==> src/source/rv_decode_macros.svh <==
/*
 * Shared constants for the RV32I decode stage: data width,
 * register address width, reset PC and the major opcode encodings.
 */
`ifndef RV_DECODE_MACROS_SVH
`define RV_DECODE_MACROS_SVH

`define RV_XLEN             32              // Datapath width
`define RV_REG_AW           5               // Register index width

`define RV_RESET_PC         32'h1000_0000   // First fetch address

// Major opcodes, instr[6:0]
// ----------------------------------------
`define RV_OP_LOAD          7'b0000011
`define RV_OP_STORE         7'b0100011
`define RV_OP_IMM           7'b0010011
`define RV_OP_REG           7'b0110011
`define RV_OP_LUI           7'b0110111
`define RV_OP_AUIPC         7'b0010111
`define RV_OP_BRANCH        7'b1100011
`define RV_OP_JAL           7'b1101111
`define RV_OP_JALR          7'b1100111

`endif

==> src/source/rv_decode_pkg.sv <==
/*
 * Types of the decode stage: data word and register index,
 * micro-op enums, and the structs passed between fetch, decode,
 * control flow and execute.
 */
`default_nettype none

`include "rv_decode_macros.svh"

package rv_decode_pkg;

    typedef logic [`RV_XLEN-1:0]   word_t;
    typedef logic [`RV_REG_AW-1:0] reg_addr_t;

    // Micro-op classes
    // ----------------------------------------
    typedef enum logic [3:0] {
        alu_none, alu_add, alu_sub, alu_and, alu_or, alu_xor,
        alu_sll, alu_srl, alu_sra, alu_slt, alu_sltu
    } alu_op_e;

    typedef enum logic [3:0] {
        cfu_none, cfu_beq, cfu_bne, cfu_blt, cfu_bge,
        cfu_bltu, cfu_bgeu, cfu_jal, cfu_jalr
    } cfu_op_e;

    typedef enum logic [1:0] {lsu_none, lsu_load, lsu_store} lsu_op_e;

    // Encoded as funct3[1:0] of loads and stores
    typedef enum logic [1:0] {lsu_byte, lsu_half, lsu_word} lsu_width_e;

    typedef enum logic [1:0] {wb_none, wb_alu, wb_lsu, wb_npc} wb_sel_e;

    typedef enum logic [2:0] {imm_none, imm_i, imm_s, imm_b, imm_u, imm_j} imm_fmt_e;

    // Stage interfaces
    // ----------------------------------------
    typedef struct packed {
        logic        valid;         // Instruction word present
        logic [31:0] instr;         // Raw instruction
        logic        ferr;          // Fetch bus error
    } fetch_t;

    typedef struct packed {
        logic  valid;               // Control flow change requested
        logic  ack;                 // Change accepted
        word_t target;              // New PC
    } cf_redirect_t;

    typedef struct packed {
        alu_op_e    alu_op;
        cfu_op_e    cfu_op;
        lsu_op_e    lsu_op;
        lsu_width_e lsu_width;
        logic       lsu_sext;       // Sign extend load data
        wb_sel_e    wb_sel;
        imm_fmt_e   imm_fmt;
        logic       rhs_imm;        // ALU rhs from immediate
        logic       lhs_pc;         // ALU lhs from PC
        logic       trap;
    } uop_t;

    typedef struct packed {
        word_t     pc;
        word_t     npc;
        reg_addr_t rd;
        word_t     rs1_data;
        word_t     rs2_data;
        word_t     imm;
        word_t     alu_lhs;
        word_t     alu_rhs;
        uop_t      uop;
    } decode_out_t;

endpackage

`default_nettype wire

==> src/source/rv_imm_gen.sv <==
/*
 * Immediate generator for the RV32I formats I, S, B, U and J.
 * Output is sign extended, U keeps its low 12 bits zero.
 */
`timescale 1ns/10ps
`default_nettype none

module rv_imm_gen (
    input  wire [31:0]                  instr_i,    // Instruction word
    input  wire rv_decode_pkg::imm_fmt_e fmt_i,     // Format from decoder
    output rv_decode_pkg::word_t        imm_o       // Extended immediate
);

    logic sign;

    assign sign = instr_i[31];      // All formats share the sign bit

    always_comb begin
        case (fmt_i)
            rv_decode_pkg::imm_i: begin
                imm_o = {{20{sign}}, instr_i[31:20]};
            end
            rv_decode_pkg::imm_s: begin
                imm_o = {{20{sign}}, instr_i[31:25], instr_i[11:7]};
            end
            rv_decode_pkg::imm_b: begin
                imm_o = {{19{sign}}, sign, instr_i[7], instr_i[30:25],
                         instr_i[11:8], 1'b0};
            end
            rv_decode_pkg::imm_u: begin
                imm_o = {instr_i[31:12], 12'b0};
            end
            rv_decode_pkg::imm_j: begin
                imm_o = {{11{sign}}, sign, instr_i[19:12], instr_i[20],
                         instr_i[30:21], 1'b0};
            end
            default: begin
                imm_o = '0;         // R-type and unknown
            end
        endcase
    end

endmodule

`default_nettype wire

==> src/source/rv_uop_decode.sv <==
/*
 * RV32I micro-op decoder: opcode and funct fields to ALU, control
 * flow and load/store ops, register indices and the trap flag.
 */
`timescale 1ns/10ps
`default_nettype none

`include "rv_decode_macros.svh"

module rv_uop_decode (
    input  wire [31:0]              instr_i,    // Instruction word
    input  wire                     ferr_i,     // Fetch bus error
    output rv_decode_pkg::uop_t     uop_o,      // Decoded micro-op
    output rv_decode_pkg::reg_addr_t rs1_o,     // Source 1 index
    output rv_decode_pkg::reg_addr_t rs2_o,     // Source 2 index
    output rv_decode_pkg::reg_addr_t rd_o       // Destination index
);

    logic [6:0]          opcode;
    logic [2:0]          funct3;
    logic [6:0]          funct7;
    logic                zero_f7;
    logic                alt_f7;
    logic                illegal;
    logic                use_rs1;
    logic                use_rs2;
    logic                use_rd;
    rv_decode_pkg::uop_t uop;

    assign opcode  = instr_i[6:0];
    assign funct3  = instr_i[14:12];
    assign funct7  = instr_i[31:25];
    assign zero_f7 = funct7 == 7'b0000000;
    assign alt_f7  = funct7 == 7'b0100000;  // sub and sra

    // ALU op shared by OP and OP-IMM
    function automatic rv_decode_pkg::alu_op_e alu_sel(input logic [2:0] f3,
                                                       input logic       alt);
        case (f3)
            3'b000:  return alt ? rv_decode_pkg::alu_sub : rv_decode_pkg::alu_add;
            3'b001:  return rv_decode_pkg::alu_sll;
            3'b010:  return rv_decode_pkg::alu_slt;
            3'b011:  return rv_decode_pkg::alu_sltu;
            3'b100:  return rv_decode_pkg::alu_xor;
            3'b101:  return alt ? rv_decode_pkg::alu_sra : rv_decode_pkg::alu_srl;
            3'b110:  return rv_decode_pkg::alu_or;
            default: return rv_decode_pkg::alu_and;
        endcase
    endfunction

    always_comb begin
        uop.alu_op    = rv_decode_pkg::alu_none;
        uop.cfu_op    = rv_decode_pkg::cfu_none;
        uop.lsu_op    = rv_decode_pkg::lsu_none;
        uop.lsu_width = rv_decode_pkg::lsu_byte;
        uop.lsu_sext  = 1'b0;
        uop.wb_sel    = rv_decode_pkg::wb_none;
        uop.imm_fmt   = rv_decode_pkg::imm_none;
        uop.rhs_imm   = 1'b0;
        uop.lhs_pc    = 1'b0;
        uop.trap      = 1'b0;
        illegal       = 1'b0;
        use_rs1       = 1'b0;
        use_rs2       = 1'b0;
        use_rd        = 1'b0;

        case (opcode)
            `RV_OP_LOAD: begin
                uop.alu_op    = rv_decode_pkg::alu_add;     // Address calc
                uop.lsu_op    = rv_decode_pkg::lsu_load;
                uop.lsu_width = rv_decode_pkg::lsu_width_e'(funct3[1:0]);
                uop.lsu_sext  = !funct3[2];                 // lbu, lhu clear it
                uop.wb_sel    = rv_decode_pkg::wb_lsu;
                uop.imm_fmt   = rv_decode_pkg::imm_i;
                uop.rhs_imm   = 1'b1;
                use_rs1       = 1'b1;
                use_rd        = 1'b1;
                illegal       = (funct3[1:0] == 2'b11) || (funct3 == 3'b110);
            end
            `RV_OP_STORE: begin
                uop.alu_op    = rv_decode_pkg::alu_add;
                uop.lsu_op    = rv_decode_pkg::lsu_store;
                uop.lsu_width = rv_decode_pkg::lsu_width_e'(funct3[1:0]);
                uop.imm_fmt   = rv_decode_pkg::imm_s;
                uop.rhs_imm   = 1'b1;
                use_rs1       = 1'b1;
                use_rs2       = 1'b1;
                illegal       = funct3[2] || (funct3[1:0] == 2'b11);
            end
            `RV_OP_IMM: begin
                uop.alu_op  = alu_sel(funct3, (funct3 == 3'b101) && alt_f7);
                uop.wb_sel  = rv_decode_pkg::wb_alu;
                uop.imm_fmt = rv_decode_pkg::imm_i;
                uop.rhs_imm = 1'b1;
                use_rs1     = 1'b1;
                use_rd      = 1'b1;
                // Shift amounts leave only the srai marker in funct7
                illegal     = ((funct3 == 3'b001) && !zero_f7) ||
                              ((funct3 == 3'b101) && !zero_f7 && !alt_f7);
            end
            `RV_OP_REG: begin
                uop.alu_op = alu_sel(funct3, alt_f7);
                uop.wb_sel = rv_decode_pkg::wb_alu;
                use_rs1    = 1'b1;
                use_rs2    = 1'b1;
                use_rd     = 1'b1;
                illegal    = !(zero_f7 ||
                               (alt_f7 && ((funct3 == 3'b000) || (funct3 == 3'b101))));
            end
            `RV_OP_LUI: begin
                uop.alu_op  = rv_decode_pkg::alu_or;        // x0 | imm
                uop.wb_sel  = rv_decode_pkg::wb_alu;
                uop.imm_fmt = rv_decode_pkg::imm_u;
                uop.rhs_imm = 1'b1;
                use_rd      = 1'b1;
            end
            `RV_OP_AUIPC: begin
                uop.alu_op  = rv_decode_pkg::alu_add;       // pc + imm
                uop.wb_sel  = rv_decode_pkg::wb_alu;
                uop.imm_fmt = rv_decode_pkg::imm_u;
                uop.rhs_imm = 1'b1;
                uop.lhs_pc  = 1'b1;
                use_rd      = 1'b1;
            end
            `RV_OP_BRANCH: begin
                uop.alu_op  = rv_decode_pkg::alu_sub;       // Compare operands
                uop.imm_fmt = rv_decode_pkg::imm_b;
                use_rs1     = 1'b1;
                use_rs2     = 1'b1;
                case (funct3)
                    3'b000:  uop.cfu_op = rv_decode_pkg::cfu_beq;
                    3'b001:  uop.cfu_op = rv_decode_pkg::cfu_bne;
                    3'b100:  uop.cfu_op = rv_decode_pkg::cfu_blt;
                    3'b101:  uop.cfu_op = rv_decode_pkg::cfu_bge;
                    3'b110:  uop.cfu_op = rv_decode_pkg::cfu_bltu;
                    3'b111:  uop.cfu_op = rv_decode_pkg::cfu_bgeu;
                    default: illegal    = 1'b1;
                endcase
            end
            `RV_OP_JAL: begin
                uop.cfu_op  = rv_decode_pkg::cfu_jal;
                uop.wb_sel  = rv_decode_pkg::wb_npc;        // Link address
                uop.imm_fmt = rv_decode_pkg::imm_j;
                use_rd      = 1'b1;
            end
            `RV_OP_JALR: begin
                uop.cfu_op  = rv_decode_pkg::cfu_jalr;
                uop.wb_sel  = rv_decode_pkg::wb_npc;
                uop.imm_fmt = rv_decode_pkg::imm_i;
                use_rs1     = 1'b1;
                use_rd      = 1'b1;
                illegal     = funct3 != 3'b000;
            end
            default: begin
                illegal = 1'b1;                             // Unknown opcode
            end
        endcase

        // A trapping instruction must not write back or change state
        uop.trap = illegal || ferr_i;
        if (uop.trap) begin
            uop.wb_sel = rv_decode_pkg::wb_none;
            uop.cfu_op = rv_decode_pkg::cfu_none;
            uop.lsu_op = rv_decode_pkg::lsu_none;
        end
    end

    assign uop_o = uop;
    assign rs1_o = use_rs1 ? instr_i[19:15] : '0;   // Unused ports read x0
    assign rs2_o = use_rs2 ? instr_i[24:20] : '0;
    assign rd_o  = use_rd  ? instr_i[11:7]  : '0;

endmodule

`default_nettype wire

==> src/source/rv_pc_track.sv <==
/*
 * Program counter register: reset value, redirect load and
 * advance by one instruction on consume.
 */
`timescale 1ns/10ps
`default_nettype none

`include "rv_decode_macros.svh"

module rv_pc_track (
    input  wire                              g_clk,
    input  wire                              g_resetn,
    input  wire rv_decode_pkg::cf_redirect_t cf_i,      // Control flow change
    input  wire                              consume_i, // Instruction taken
    output rv_decode_pkg::word_t             pc_o,      // Current PC
    output rv_decode_pkg::word_t             npc_o      // PC of next instr
);

    rv_decode_pkg::word_t pc;
    logic                 redirect;

    assign redirect = cf_i.valid && cf_i.ack;
    assign npc_o    = pc + rv_decode_pkg::word_t'(4);  // 32-bit only

    always_ff @(posedge g_clk) begin
        if (!g_resetn) begin
            pc <= `RV_RESET_PC;
        end else if (redirect) begin
            pc <= cf_i.target;                      // Wins over consume
        end else if (consume_i) begin
            pc <= npc_o;
        end
    end

    assign pc_o = pc;

endmodule

`default_nettype wire

==> src/source/rv_decode_stage.sv <==
/*
 * Decode and operand gather stage top: fetch and execute handshake,
 * register file read, ALU operand selection and output assembly.
 */
`timescale 1ns/10ps
`default_nettype none

module rv_decode_stage (
    input  wire                              g_clk,
    input  wire                              g_resetn,
    input  wire rv_decode_pkg::fetch_t       fetch_i,     // From fetch
    output logic                             consume_o,   // Fetch may drop instr
    input  wire rv_decode_pkg::cf_redirect_t cf_i,        // From control flow
    output rv_decode_pkg::reg_addr_t         rs1_addr_o,  // Register file read
    output rv_decode_pkg::reg_addr_t         rs2_addr_o,
    input  wire rv_decode_pkg::word_t        rs1_data_i,
    input  wire rv_decode_pkg::word_t        rs2_data_i,
    input  wire                              ex_ready_i,  // Execute accepts
    output logic                             ex_valid_o,
    output rv_decode_pkg::decode_out_t       decode_o
);

    rv_decode_pkg::uop_t      uop;
    rv_decode_pkg::reg_addr_t rd;
    rv_decode_pkg::word_t     imm;
    rv_decode_pkg::word_t     pc;
    rv_decode_pkg::word_t     npc;

    // Handshake
    // ----------------------------------------
    assign ex_valid_o = fetch_i.valid;
    assign consume_o  = fetch_i.valid && ex_ready_i;    // Same cycle as transfer

    // Sub-blocks
    // ----------------------------------------
    rv_uop_decode rv_uop_decode_i (
        .instr_i (fetch_i.instr),
        .ferr_i  (fetch_i.ferr),
        .uop_o   (uop),
        .rs1_o   (rs1_addr_o),
        .rs2_o   (rs2_addr_o),
        .rd_o    (rd)
    );

    rv_imm_gen rv_imm_gen_i (
        .instr_i (fetch_i.instr),
        .fmt_i   (uop.imm_fmt),
        .imm_o   (imm)
    );

    rv_pc_track rv_pc_track_i (
        .g_clk     (g_clk),
        .g_resetn  (g_resetn),
        .cf_i      (cf_i),
        .consume_i (consume_o),
        .pc_o      (pc),
        .npc_o     (npc)
    );

    // Output assembly and operand muxes
    // ----------------------------------------
    always_comb begin
        decode_o.pc       = pc;
        decode_o.npc      = npc;
        decode_o.rd       = rd;
        decode_o.rs1_data = rs1_data_i;
        decode_o.rs2_data = rs2_data_i;
        decode_o.imm      = imm;
        decode_o.alu_lhs  = uop.lhs_pc  ? pc  : rs1_data_i;   // auipc
        decode_o.alu_rhs  = uop.rhs_imm ? imm : rs2_data_i;
        decode_o.uop      = uop;
    end

endmodule

`default_nettype wire

==> config.mk <==
export PLATFORM = sky130hd
export DESIGN_NAME = rv_decode_stage
export DESIGN_NICKNAME = d
export VERILOG_FILES = /design/src/source/rv_decode_pkg.sv /design/src/source/rv_imm_gen.sv /design/src/source/rv_uop_decode.sv /design/src/source/rv_pc_track.sv /design/src/source/rv_decode_stage.sv
export VERILOG_INCLUDE_DIRS = /design/src /design/src/source
export SDC_FILE = /design/constraint.sdc
export NUM_CORES = 1
export LEC_CHECK = 0
export ABC_AREA = 1
export ABC_CLOCK_PERIOD_IN_PS = 1600
export BUFFER_PORTS_ARGS = -buffer_cell sky130_fd_sc_hd__buf_2
export CAP_MARGIN = 40
export CORE_AREA = 2 2 156 158
export CTS_CLUSTER_SIZE = 24
export DETAILED_ROUTE_END_ITERATION = 8
export DIE_AREA = 0 0 158 160
export SLEW_MARGIN = 0
export SYNTH_ARGS = -nofsm -noshare
export SYNTH_HDL_FRONTEND = slang
export SYNTH_SLANG_ARGS = --single-unit
==> constraint.sdc <==
create_clock -name g_clk -period 1.6 [get_ports g_clk]
set_clock_uncertainty 0.15 [all_clocks]
set_input_delay 0.32 -clock g_clk [delete_from_list [all_inputs] [get_ports g_clk]]
set_output_delay 0.32 -clock g_clk [all_outputs]
set_load 0.005 [all_outputs]
After elaboration in Yosys (flattened, before gate mapping)
Cells that the tools add are included.
Word-level totals
  bits in registers: 32
  bits in latches: 0
  bits in writable memories: 0
  bits in read-only memories: 0
  bits of input ports: 135
  output and inout bits: 262
  word-level logic and storage cells: 87
  memories kept: 0
Operators by class
  add/subtract/negate cells: 1
  multiply operators: 0
  div/mod/pow operators: 0
  order comparisons: 0
  eq/ne operators: 23
  shift-type cells: 0
  multiplexer cells: 30
  bitwise logic cells: 0
  reduce and logical (&&, ||, !) cells: 32
Operators with widths (count)
  32-bit case mux with 5 select lines: 1
  32-bit 2-to-1 mux: 4
  4-bit case mux with 7 select lines: 2
  32-bit by 3-bit adder with 32-bit output, second input constant: 1
  7-bit by 6-bit equality test with 1-bit output, second input constant: 4
  7-bit equality test, second input constant: 3
  4-bit case mux with 5 select lines: 1
  3-bit equality test, second input constant: 6
  3-bit case mux with 6 select lines: 1
  5-bit 2-to-1 mux: 3
  3-bit case mux with 5 select lines: 1
  7-bit by 5-bit equality test with 1-bit output, second input constant: 2
  3-bit by 2-bit equality test with 1-bit output, second input constant: 4
  4-bit case mux with 3 select lines: 1
  3-bit OR reduction: 4
  6-bit OR reduction: 2
  4-bit 2-to-1 mux: 2
  4-bit case mux with 2 select lines: 1
  7-bit by 2-bit equality test with 1-bit output, second input constant: 1
  1-bit logical AND: 7
  7-bit logical NOT: 1
  1-bit 2-to-1 mux: 7
  1-bit case mux with 7 select lines: 1
  7-bit OR reduction: 1
  other kinds (13): 25

Depth between registers and ports, before layout
Gate-level depths: netlist of run 1.
  depth after elaboration: 8
  depth in mapped cells: 11
  mapped depth without buffers: 10

Modules after synthesis
Synthesis of run 1 repeated with hierarchy kept, for this count alone.
Unflattened totals
  cell total of the unflattened synthesis: 922
  area total of the unflattened synthesis: 5069.9 sq um
By module, submodules not included
  rv_pc_track: times used 1, cells an instance 390, area an instance 2414.8 sq um
  rv_decode_stage: times used 1, cells an instance 275, area an instance 1452.6 sq um
  rv_uop_decode: times used 1, cells an instance 165, area an instance 747.0 sq um
  rv_imm_gen: times used 1, cells an instance 92, area an instance 455.4 sq um

Worst setup path before layout of run 1
No wires, ideal clock.
  path type: input -> output
  start: input port fetch_i[4] in the netlist's numbering
  end: output port decode_o[81] in the netlist's numbering
  arrival: 1.363 ns
  setup slack: -0.233 ns
  stages: 9
  buffers on the path: 2
  cells stage by stage: inv_1 -> nand2_1 -> nor2_2 -> inv_2 -> nor2_4 -> inv_2 -> buf_2 -> buf_2 -> o21ai_1
RTL lines
  start: declaration: RTL line rv_decode_stage.sv:11  | input wire rv_decode_pkg::fetch_t fetch_i,
  end: declaration: RTL line rv_decode_stage.sv:20  | output rv_decode_pkg::decode_out_t decode_o

==> metrics.yaml, run 1 <==
cells_and_area:
  largest_reg_flops: 32
  fin_area_um2: 11100
  seqCellArea_um2: 721
  drive_above_1_share: 0.707
  multiInputGateArea_um2: 4780
  fill_cells: 2286
  nNetsFinal: 1549
  areaGrowthSynthToFinish_pct: 140
  final-instance-count-excl-fill: 1742
die:
  die_width_um: 158
  core.rowCount: 57
  start_util: 0.194
  die_h_um: 160
  coreArea_um2: 23800
  ios: 397
  die_area_um2: 25300
route:
  remaining_drc_errors: 0
  wl_per_cell_um: 17.9
  routed_via_density: 4.58
  ant_nets: 0
  dr.pass1.iters: 5
  vias: 7982
  drt_wl_total_mm: 31.2
  first_iter_violations: 442
placement:
  dpl.hpwl_mm: 22.5
  numPortBuffers: 396
  dpl_cell_area_um2: 8020
  dp.cells: 1661
  routabilityCongestion: 0.867
power_and_ir_drop:
  p_leak_nw: 5.78
  ir_drop_mv: 0.345
  power_density_nw_per_um2: 329
yosys:
  synth-seq-area-share: 0.139
  syn-num-nets: 1006
  synth.avg_cell_area_um2: 5.32
  post_synth_num_cell_types: 33
  synth_top_area_cell: "nand2_1"
  synth_commonest_cells: "nand2_1, nor2_1, inv_1"
  yosysMostFrequentCell: "nand2_1"
  syn_area_um2: 4620
  yosys_warnings: 0
  synthArstFlopShare: 0
  ys_ff_latch: 32
  post-synth-top-area-fraction: 0.252
  synth_edf_count: 0
  ys_top_cells_by_area: "nand2_1, dfxtp_1, buf_4"
  syn-instance-count: 870
  synthFlopType: "dfxtp_1"
worst_setup_path:
  rr_worst_depth: 12
  critical_path.max_fanout: 10
  arrival_ns: 1.71
  cpPeakStageDelay_ns: 0.21
  critical_path.cell_chain: "buf_8, buf_6, nand2_4, nor2_4, nand2_4, nand3_2, inv_2, buf_12, nand2_1, nand2_1, buf_2"
  path_class: "input pin to output pin"
  critPathCaptureType: "output pin"
  reg2reg_from: "rv_pc_track_i.pc_o[3]$_SDFFE_PN0P_"
  cp_data_required_time_ns: 1.13
  worstSetupStartpoint: "fetch_i[3]"
  slowest_stage: "nor2_4"
  cp-endpoint: "decode_o[32]"
  reg2reg_slack_ns: -0.45
  r2r_end: "rv_pc_track_i.pc_o[13]$_SDFFE_PN0P_"
  worst_setup_path_start_kind: "input pin"
grt:
  antenna_found_initial: 4
  track_usage: 0.219
  grt_start_max_net_pins: 35
  grt_overflow: 0
  grt_pass1_vias: 7599
  grt_first_pass_wirelength_mm: 42.6
clocking:
  ctsHtreeMaxLevel: 2
  cts_root_buffer: "clkbuf_16"
  holdBufCountCts: 0
  clk_latency_ns: 0.29
  clk_pin_slew_worst_paths_ns: 0.05
  cts_buffer_depth: 2
  clock-sinks: 32
  numCtsBuffers: 5
  cts_tree: "built"
sta:
  fmax_mhz: 460
  worst_slew_pin_slew_ns: 0.594
  rsz0062_at_grt: "yes"
  timing.final.crit_share: 1.36
  hold_viol: 0
  slew_viol_final: 0
  fin_crit_ns: 2.18
  setup-violations-final: 175
  worst_slack_ns: -0.575
  relSlewSlack: 0.603
min_path:
  min_path_type: "input pin to flip-flop"
run_status:
  violations: "setup timing"
  run_status: "finished with violations"
flow_run:
  max-cap-violations: 0
## kinds of logic (layout without fill, tap and decap cells)
group | after synthesis | count (layout) | share of synthesized area
AND/OR/NAND/NOR | 522 | 528 | 0.492
buffers and inverters | 195 | 733 | 0.219
AO/OA/AOI/OAI | 103 | 103 | 0.116
flip-flops | 32 | 32 | 0.139
XOR/XNOR | 17 | 17 | 0.0322
adder cells (fa/ha/maj) | 1 | 1 | 0.00271
other | 0 | 4 | 0
## cells in the final DEF, fill, tap and decap left out, drive strengths merged
cell type  Yosys  layout
xor2          16      16
nand3         63      64
and2           3       3
xnor2          1       1
o21ai         61      61
o22ai          1       1
nand4         15      15
clkbuf        16      12
a221oi         1       1
nor3b          1       1
buf           79     621
clkinv         0       2
ha             1       1
a21oi         31      31
o221ai         1       1
nand2        318     323
a31oi          7       7
inv          100      97
a22oi          1       1
nor2         121     121
diode          0       4
nor3           1       1
dfxtp         32      32
clkinvlp       0       1
## report_power, final
part           leakage [nW]  switching, W  internal (W)
logic                  5.43      0.000899      0.000847
registers             0.279     0.0000632      0.000832
clock network        0.0712      0.000384      0.000622
## metal layers
layer / wire length, µm / vias to the layer above / global-route usage
li1: - / 3762 / -
met1: 10700 / 3733 / 0.219
met2: 16900 / 395 / 0.414
met3: 2320 / 90 / 0.0564
met4: 1300 / 2 / 0.106
met5: 13 / - / 0
## through the flow
| stage | setup WS [ns] | hold WS (ns) | utilization | TNS, ns | total power [W] |
|---|---|---|---|---|---|
| floorplan | -0.119 | 0.268 | - | -6.37 | 0.00151 |
| global placement | -0.649 | 0.366 | 0.337 | -67.68 | 0.00227 |
| detailed placement | -0.680 | 0.361 | 0.337 | -69.96 | 0.00227 |
| CTS | -0.482 | 0.120 | 0.412 | -58.01 | 0.00347 |
| global route | -0.617 | 0.138 | 0.465 | -76.85 | 0.00383 |
| finish | -0.575 | 0.122 | 0.465 | -64.53 | 0.00365 |
## timing repair
| action | 4_1_cts | 5_1_grt |
|---|---|---|
| pin swaps | 85 | 99 |
| hold endpoints to repair | 0 | 0 |
| gates cloned | 6 | 5 |
| resized for setup | 339 | 256 |
| buffers inserted | 48 | 32 |
| endpoints found under the setup margin | 183 | 183 |
## worst min path at each step
stage                                       startpoint  cells after the start                             endpoint
finish                                        cf_i[28]                      3  rv_pc_track_i.pc_o[28]$_SDFFE_PN1P_
global route                                  cf_i[28]                      3  rv_pc_track_i.pc_o[28]$_SDFFE_PN1P_
CTS                                           cf_i[28]                      3  rv_pc_track_i.pc_o[28]$_SDFFE_PN1P_
detailed placement  rv_pc_track_i.pc_o[0]$_SDFFE_PN0P_                      2   rv_pc_track_i.pc_o[0]$_SDFFE_PN0P_
global placement    rv_pc_track_i.pc_o[1]$_SDFFE_PN0P_                      2   rv_pc_track_i.pc_o[1]$_SDFFE_PN0P_
floorplan                                     g_resetn                      2   rv_pc_track_i.pc_o[4]$_SDFFE_PN0P_
## cell type report
type	count	share of cell area
multi-input combinational	649	0.431
clock buffer	8	0.0132
antenna	4	0.000903
sequential	32	0.0650
timing repair buffer	625	0.411
inverter	100	0.0428
tap	324	0.0366
## worst max-delay path, delay by kind of cell
kind                   cells  cell delay [ns]
buffers and inverters      5             0.55
AND/OR/NAND/NOR            6             0.81
Note: power is estimated with default switching activity, not from simulation.
==> inputs of run 2 (changes only) <==
--- a/config.mk
+++ b/config.mk
@@ -6,7 +6,6 @@
 export SDC_FILE = /design/constraint.sdc
 export NUM_CORES = 1
 export LEC_CHECK = 0
-export ABC_AREA = 1
 export ABC_CLOCK_PERIOD_IN_PS = 1600
 export BUFFER_PORTS_ARGS = -buffer_cell sky130_fd_sc_hd__buf_2
 export CAP_MARGIN = 40
==> metrics.yaml, run 2 <==
route:
  met1Wirelength_mm: 9.43  # was 10.7 mm
  dr.pass1.iters: 4  # was 5
  routed.top_layer: "met4"  # was met5
  routed_via_density: 4.57  # was 4.58
  vias: 6605  # was 7982
  wl_per_cell_um: 17.9  # about the same
  wl_met3_mm: 1.58  # was 2.32 mm
  drt_wl_total_mm: 25.8  # was 31.2 mm
  ant_nets: 0  # unchanged
  routed-wl-met2_mm: 14.2  # was 16.9 mm
  first_iter_violations: 197  # was 442
  remaining_drc_errors: 0  # unchanged
clocking:
  clk_latency_ns: 0.28  # was 0.29 ns
  ctsHtreeMaxLevel: 2  # unchanged
  cts_tree: "built"  # unchanged
  clock-sinks: 32  # unchanged
  numCtsBuffers: 5  # unchanged
  cts_root_buffer: "clkbuf_16"  # unchanged
  clk_pin_slew_worst_paths_ns: 0.05  # about the same
  cts_buffer_depth: 2  # unchanged
power_and_ir_drop:
  power_density_nw_per_um2: 353  # was 329 nW/µm²
  p_leak_nw: 5.43  # was 5.78 nW
  ir_drop_mv: 0.278  # was 0.345 mV
yosys:
  synthArstFlopShare: 0  # unchanged
  yosys_warnings: 0  # unchanged
  synth_edf_count: 0  # unchanged
  synthFlopType: "dfxtp_1"  # unchanged
  synth_top_area_cell: "dfxtp_1"  # was nand2_1
  post-synth-top-area-fraction: 0.142  # was 0.252
  syn_area_um2: 4510  # was 4620 µm²
  syn-instance-count: 591  # was 870
  ys_top_cells_by_area: "dfxtp_1, mux2_2, buf_4"  # was nand2_1, dfxtp_1, buf_4
  yosysMostFrequentCell: "buf_4"  # was nand2_1
  post_synth_num_cell_types: 63  # was 33
  synth-seq-area-share: 0.142  # was 0.139
  synth.avg_cell_area_um2: 7.64  # was 5.32 µm²
  synth_commonest_cells: "buf_4, mux2_2, nand2_1"  # was nand2_1, nor2_1, inv_1
  syn-num-nets: 727  # was 1006
  ys_ff_latch: 32  # unchanged
worst_setup_path:
  path_class: "input pin to output pin"  # unchanged
  arrival_ns: 2.08  # was 1.71 ns
  cp_data_required_time_ns: 1.13  # about the same
  reg2reg_from: "rv_pc_track_i.pc_o[2]$_SDFFE_PN0P_"  # was rv_pc_track_i.pc_o[3]$_SDFFE_PN0P_
  cpPeakStageDelay_ns: 0.54  # was 0.21 ns
  critical_path.cell_chain: "buf_6, or4_4, o311a_1, a211oi_2, nand4_4, a21oi_4, buf_2"  # was buf_8, buf_6, nand2_4, nor2_4, nand2_4, nand3_2, inv_2, buf_12, nand2_1, nand2_1, buf_2
  slowest_stage: "or4_4"  # was nor2_4
  worstSetupStartpoint: "fetch_i[30]"  # was fetch_i[3]
  worst_setup_path_start_kind: "input pin"  # unchanged
  critPathCaptureType: "output pin"  # unchanged
  critical_path.max_fanout: 5  # was 10
placement:
  dpl_cell_area_um2: 8040  # was 8020 µm²
  dpl.hpwl_mm: 19.0  # was 22.5 mm
  numPortBuffers: 396  # unchanged
  post-place-ws_ns: -1.07  # was -0.680 ns
  routabilityCongestion: 0.884  # was 0.867
cells_and_area:
  nNetsFinal: 1254  # was 1549
  areaGrowthSynthToFinish_pct: 133  # was 140%
  final_cell_mix: "buf_2, buf_6, buf_4"  # was buf_2, nand2_1, buf_4
  final_common_cell: "buf_2"  # unchanged
  drive_above_1_share: 0.773  # was 0.707
  fin_area_um2: 10500  # was 11100 µm²
  largest_reg_flops: 32  # unchanged
sta:
  slew_viol_final: 0  # unchanged
  fin_crit_ns: 2.55  # was 2.18 ns
  hold_viol: 0  # unchanged
  worst_slack_ns: -0.952  # was -0.575 ns
  worst_slew_pin_slew_ns: 0.370  # was 0.594 ns
  relSlewSlack: 0.747  # was 0.603
  fmax_mhz: 392  # was 460 MHz
  rsz0062_at_grt: "yes"  # unchanged
  setup-violations-final: 185  # was 175
  hold-worst-slack_ns: 0.137  # was 0.122 ns
  timing.final.crit_share: 1.59  # was 1.36
die:
  start_util: 0.190  # was 0.194
  die_h_um: 160  # unchanged
  core.rowCount: 57  # unchanged
  die_area_um2: 25300  # unchanged
  die_width_um: 158  # unchanged
  ios: 397  # unchanged
  coreArea_um2: 23800  # unchanged
run_status:
  run_status: "finished with violations"  # unchanged
  violations: "setup timing"  # unchanged
grt:
  antenna_found_initial: 1  # was 4
  grt_overflow: 0  # unchanged
  grt_start_max_net_pins: 28  # was 35
  track_usage: 0.187  # was 0.219
  grt_first_pass_wirelength_mm: 37.2  # was 42.6 mm
  grt_pass1_vias: 6663  # was 7599
min_path:
  hp-start: "cf_i[3]"  # was cf_i[28]
  min_path_type: "input pin to flip-flop"  # unchanged
flow_run:
  max-cap-violations: 0  # unchanged
==> run 2: cell count changes in the layout (fill, tap and decap cells not counted), sizes merged, moves of 17 or more <==
cell   previous run  this run
xnor2             1        21
a21o              0        20
o21ai            61        38
xor2             16        33
and2              3        25
nor2            121        21
mux2              0        62
nand3            64        27
nand2           323        47
inv              97         7
==> run 2: cell type report <==
type,count,area [µm²]
multi-input combinational,439,4240
clock buffer,7,133
sequential,32,672
fill,2287,13300
clock inverter,1,5.00
antenna,1,2.50
timing repair buffer,633,5050
tap,324,405
inverter,7,28.8
==> run 2: worst paths after layout <==
kind | cells after the start | slack (ns) | to
max | 7 | -0.95 | decode_o[6]
min reg2reg | 2 | 0.36 | rv_pc_track_i.pc_o[0]$_SDFFE_PN0P_
min | 2 | 0.14 | rv_pc_track_i.pc_o[3]$_SDFFE_PN0P_
max reg2reg | 11 | -0.54 | rv_pc_track_i.pc_o[14]$_SDFFE_PN0P_
==> run 2: metrics by stage <==
| step | setup TNS, ns | utilization | power [W] | std cells |
|---|---|---|---|---|
| floorplan | -51.23 | - | 0.00169 | 591 |
| global placement | -102.45 | 0.338 | 0.00237 | 1349 |
| detailed placement | -103.43 | 0.338 | 0.00238 | 1349 |
| CTS | -103.25 | 0.420 | 0.00363 | 1427 |
| global route | -118.35 | 0.442 | 0.00391 | 1444 |
| finish | -107.77 | 0.442 | 0.00372 | 1444 |
==> run 2: repair_timing <==
action,4_1_cts,5_1_grt
setup buffers,77,35
pin swaps,117,93
gates resized for setup,242,111
gates cloned,9,0
hold buffers,0,0
endpoints found under the setup margin,187,188
==> run 2: worst max-delay path, delay by kind of cell <==
family,cells,cell delay [ns]
AO/OA/AOI/OAI,3,0.77
buffers and inverters,2,0.24
AND/OR/NAND/NOR,2,0.75
==> run 2: logic make-up (layout without fill, tap and decap cells) <==
| group | count (synthesis) | in the layout | synth area share |
|---|---|---|---|
| DFF | 32 | 32 | 0.142 |
| adders and majority gates | 1 | 1 | 0.00277 |
| buffers and inverters | 121 | 648 | 0.162 |
| other | 0 | 1 | 0 |
| and+or+nand+nor | 191 | 191 | 0.245 |
| muxes | 62 | 62 | 0.155 |
| AOI/OAI and AO/OA | 130 | 131 | 0.189 |
| xor gates and xnor gates | 54 | 54 | 0.105 |
==> run 2: routing by layer <==
metal / up-vias / track usage
li1: 3099 / -
met1: 3167 / 0.205
met2: 302 / 0.369
met3: 37 / 0.0252
met4: 0 / 0.0504
met5: - / 0
==> run 2: power breakdown <==
group | internal, W | leakage, nW | switching (W)
combinational | 0.00106 | 5.09 | 0.000845
sequential | 0.000857 | 0.272 | 0.0000379
clock | 0.000575 | 0.0679 | 0.000350
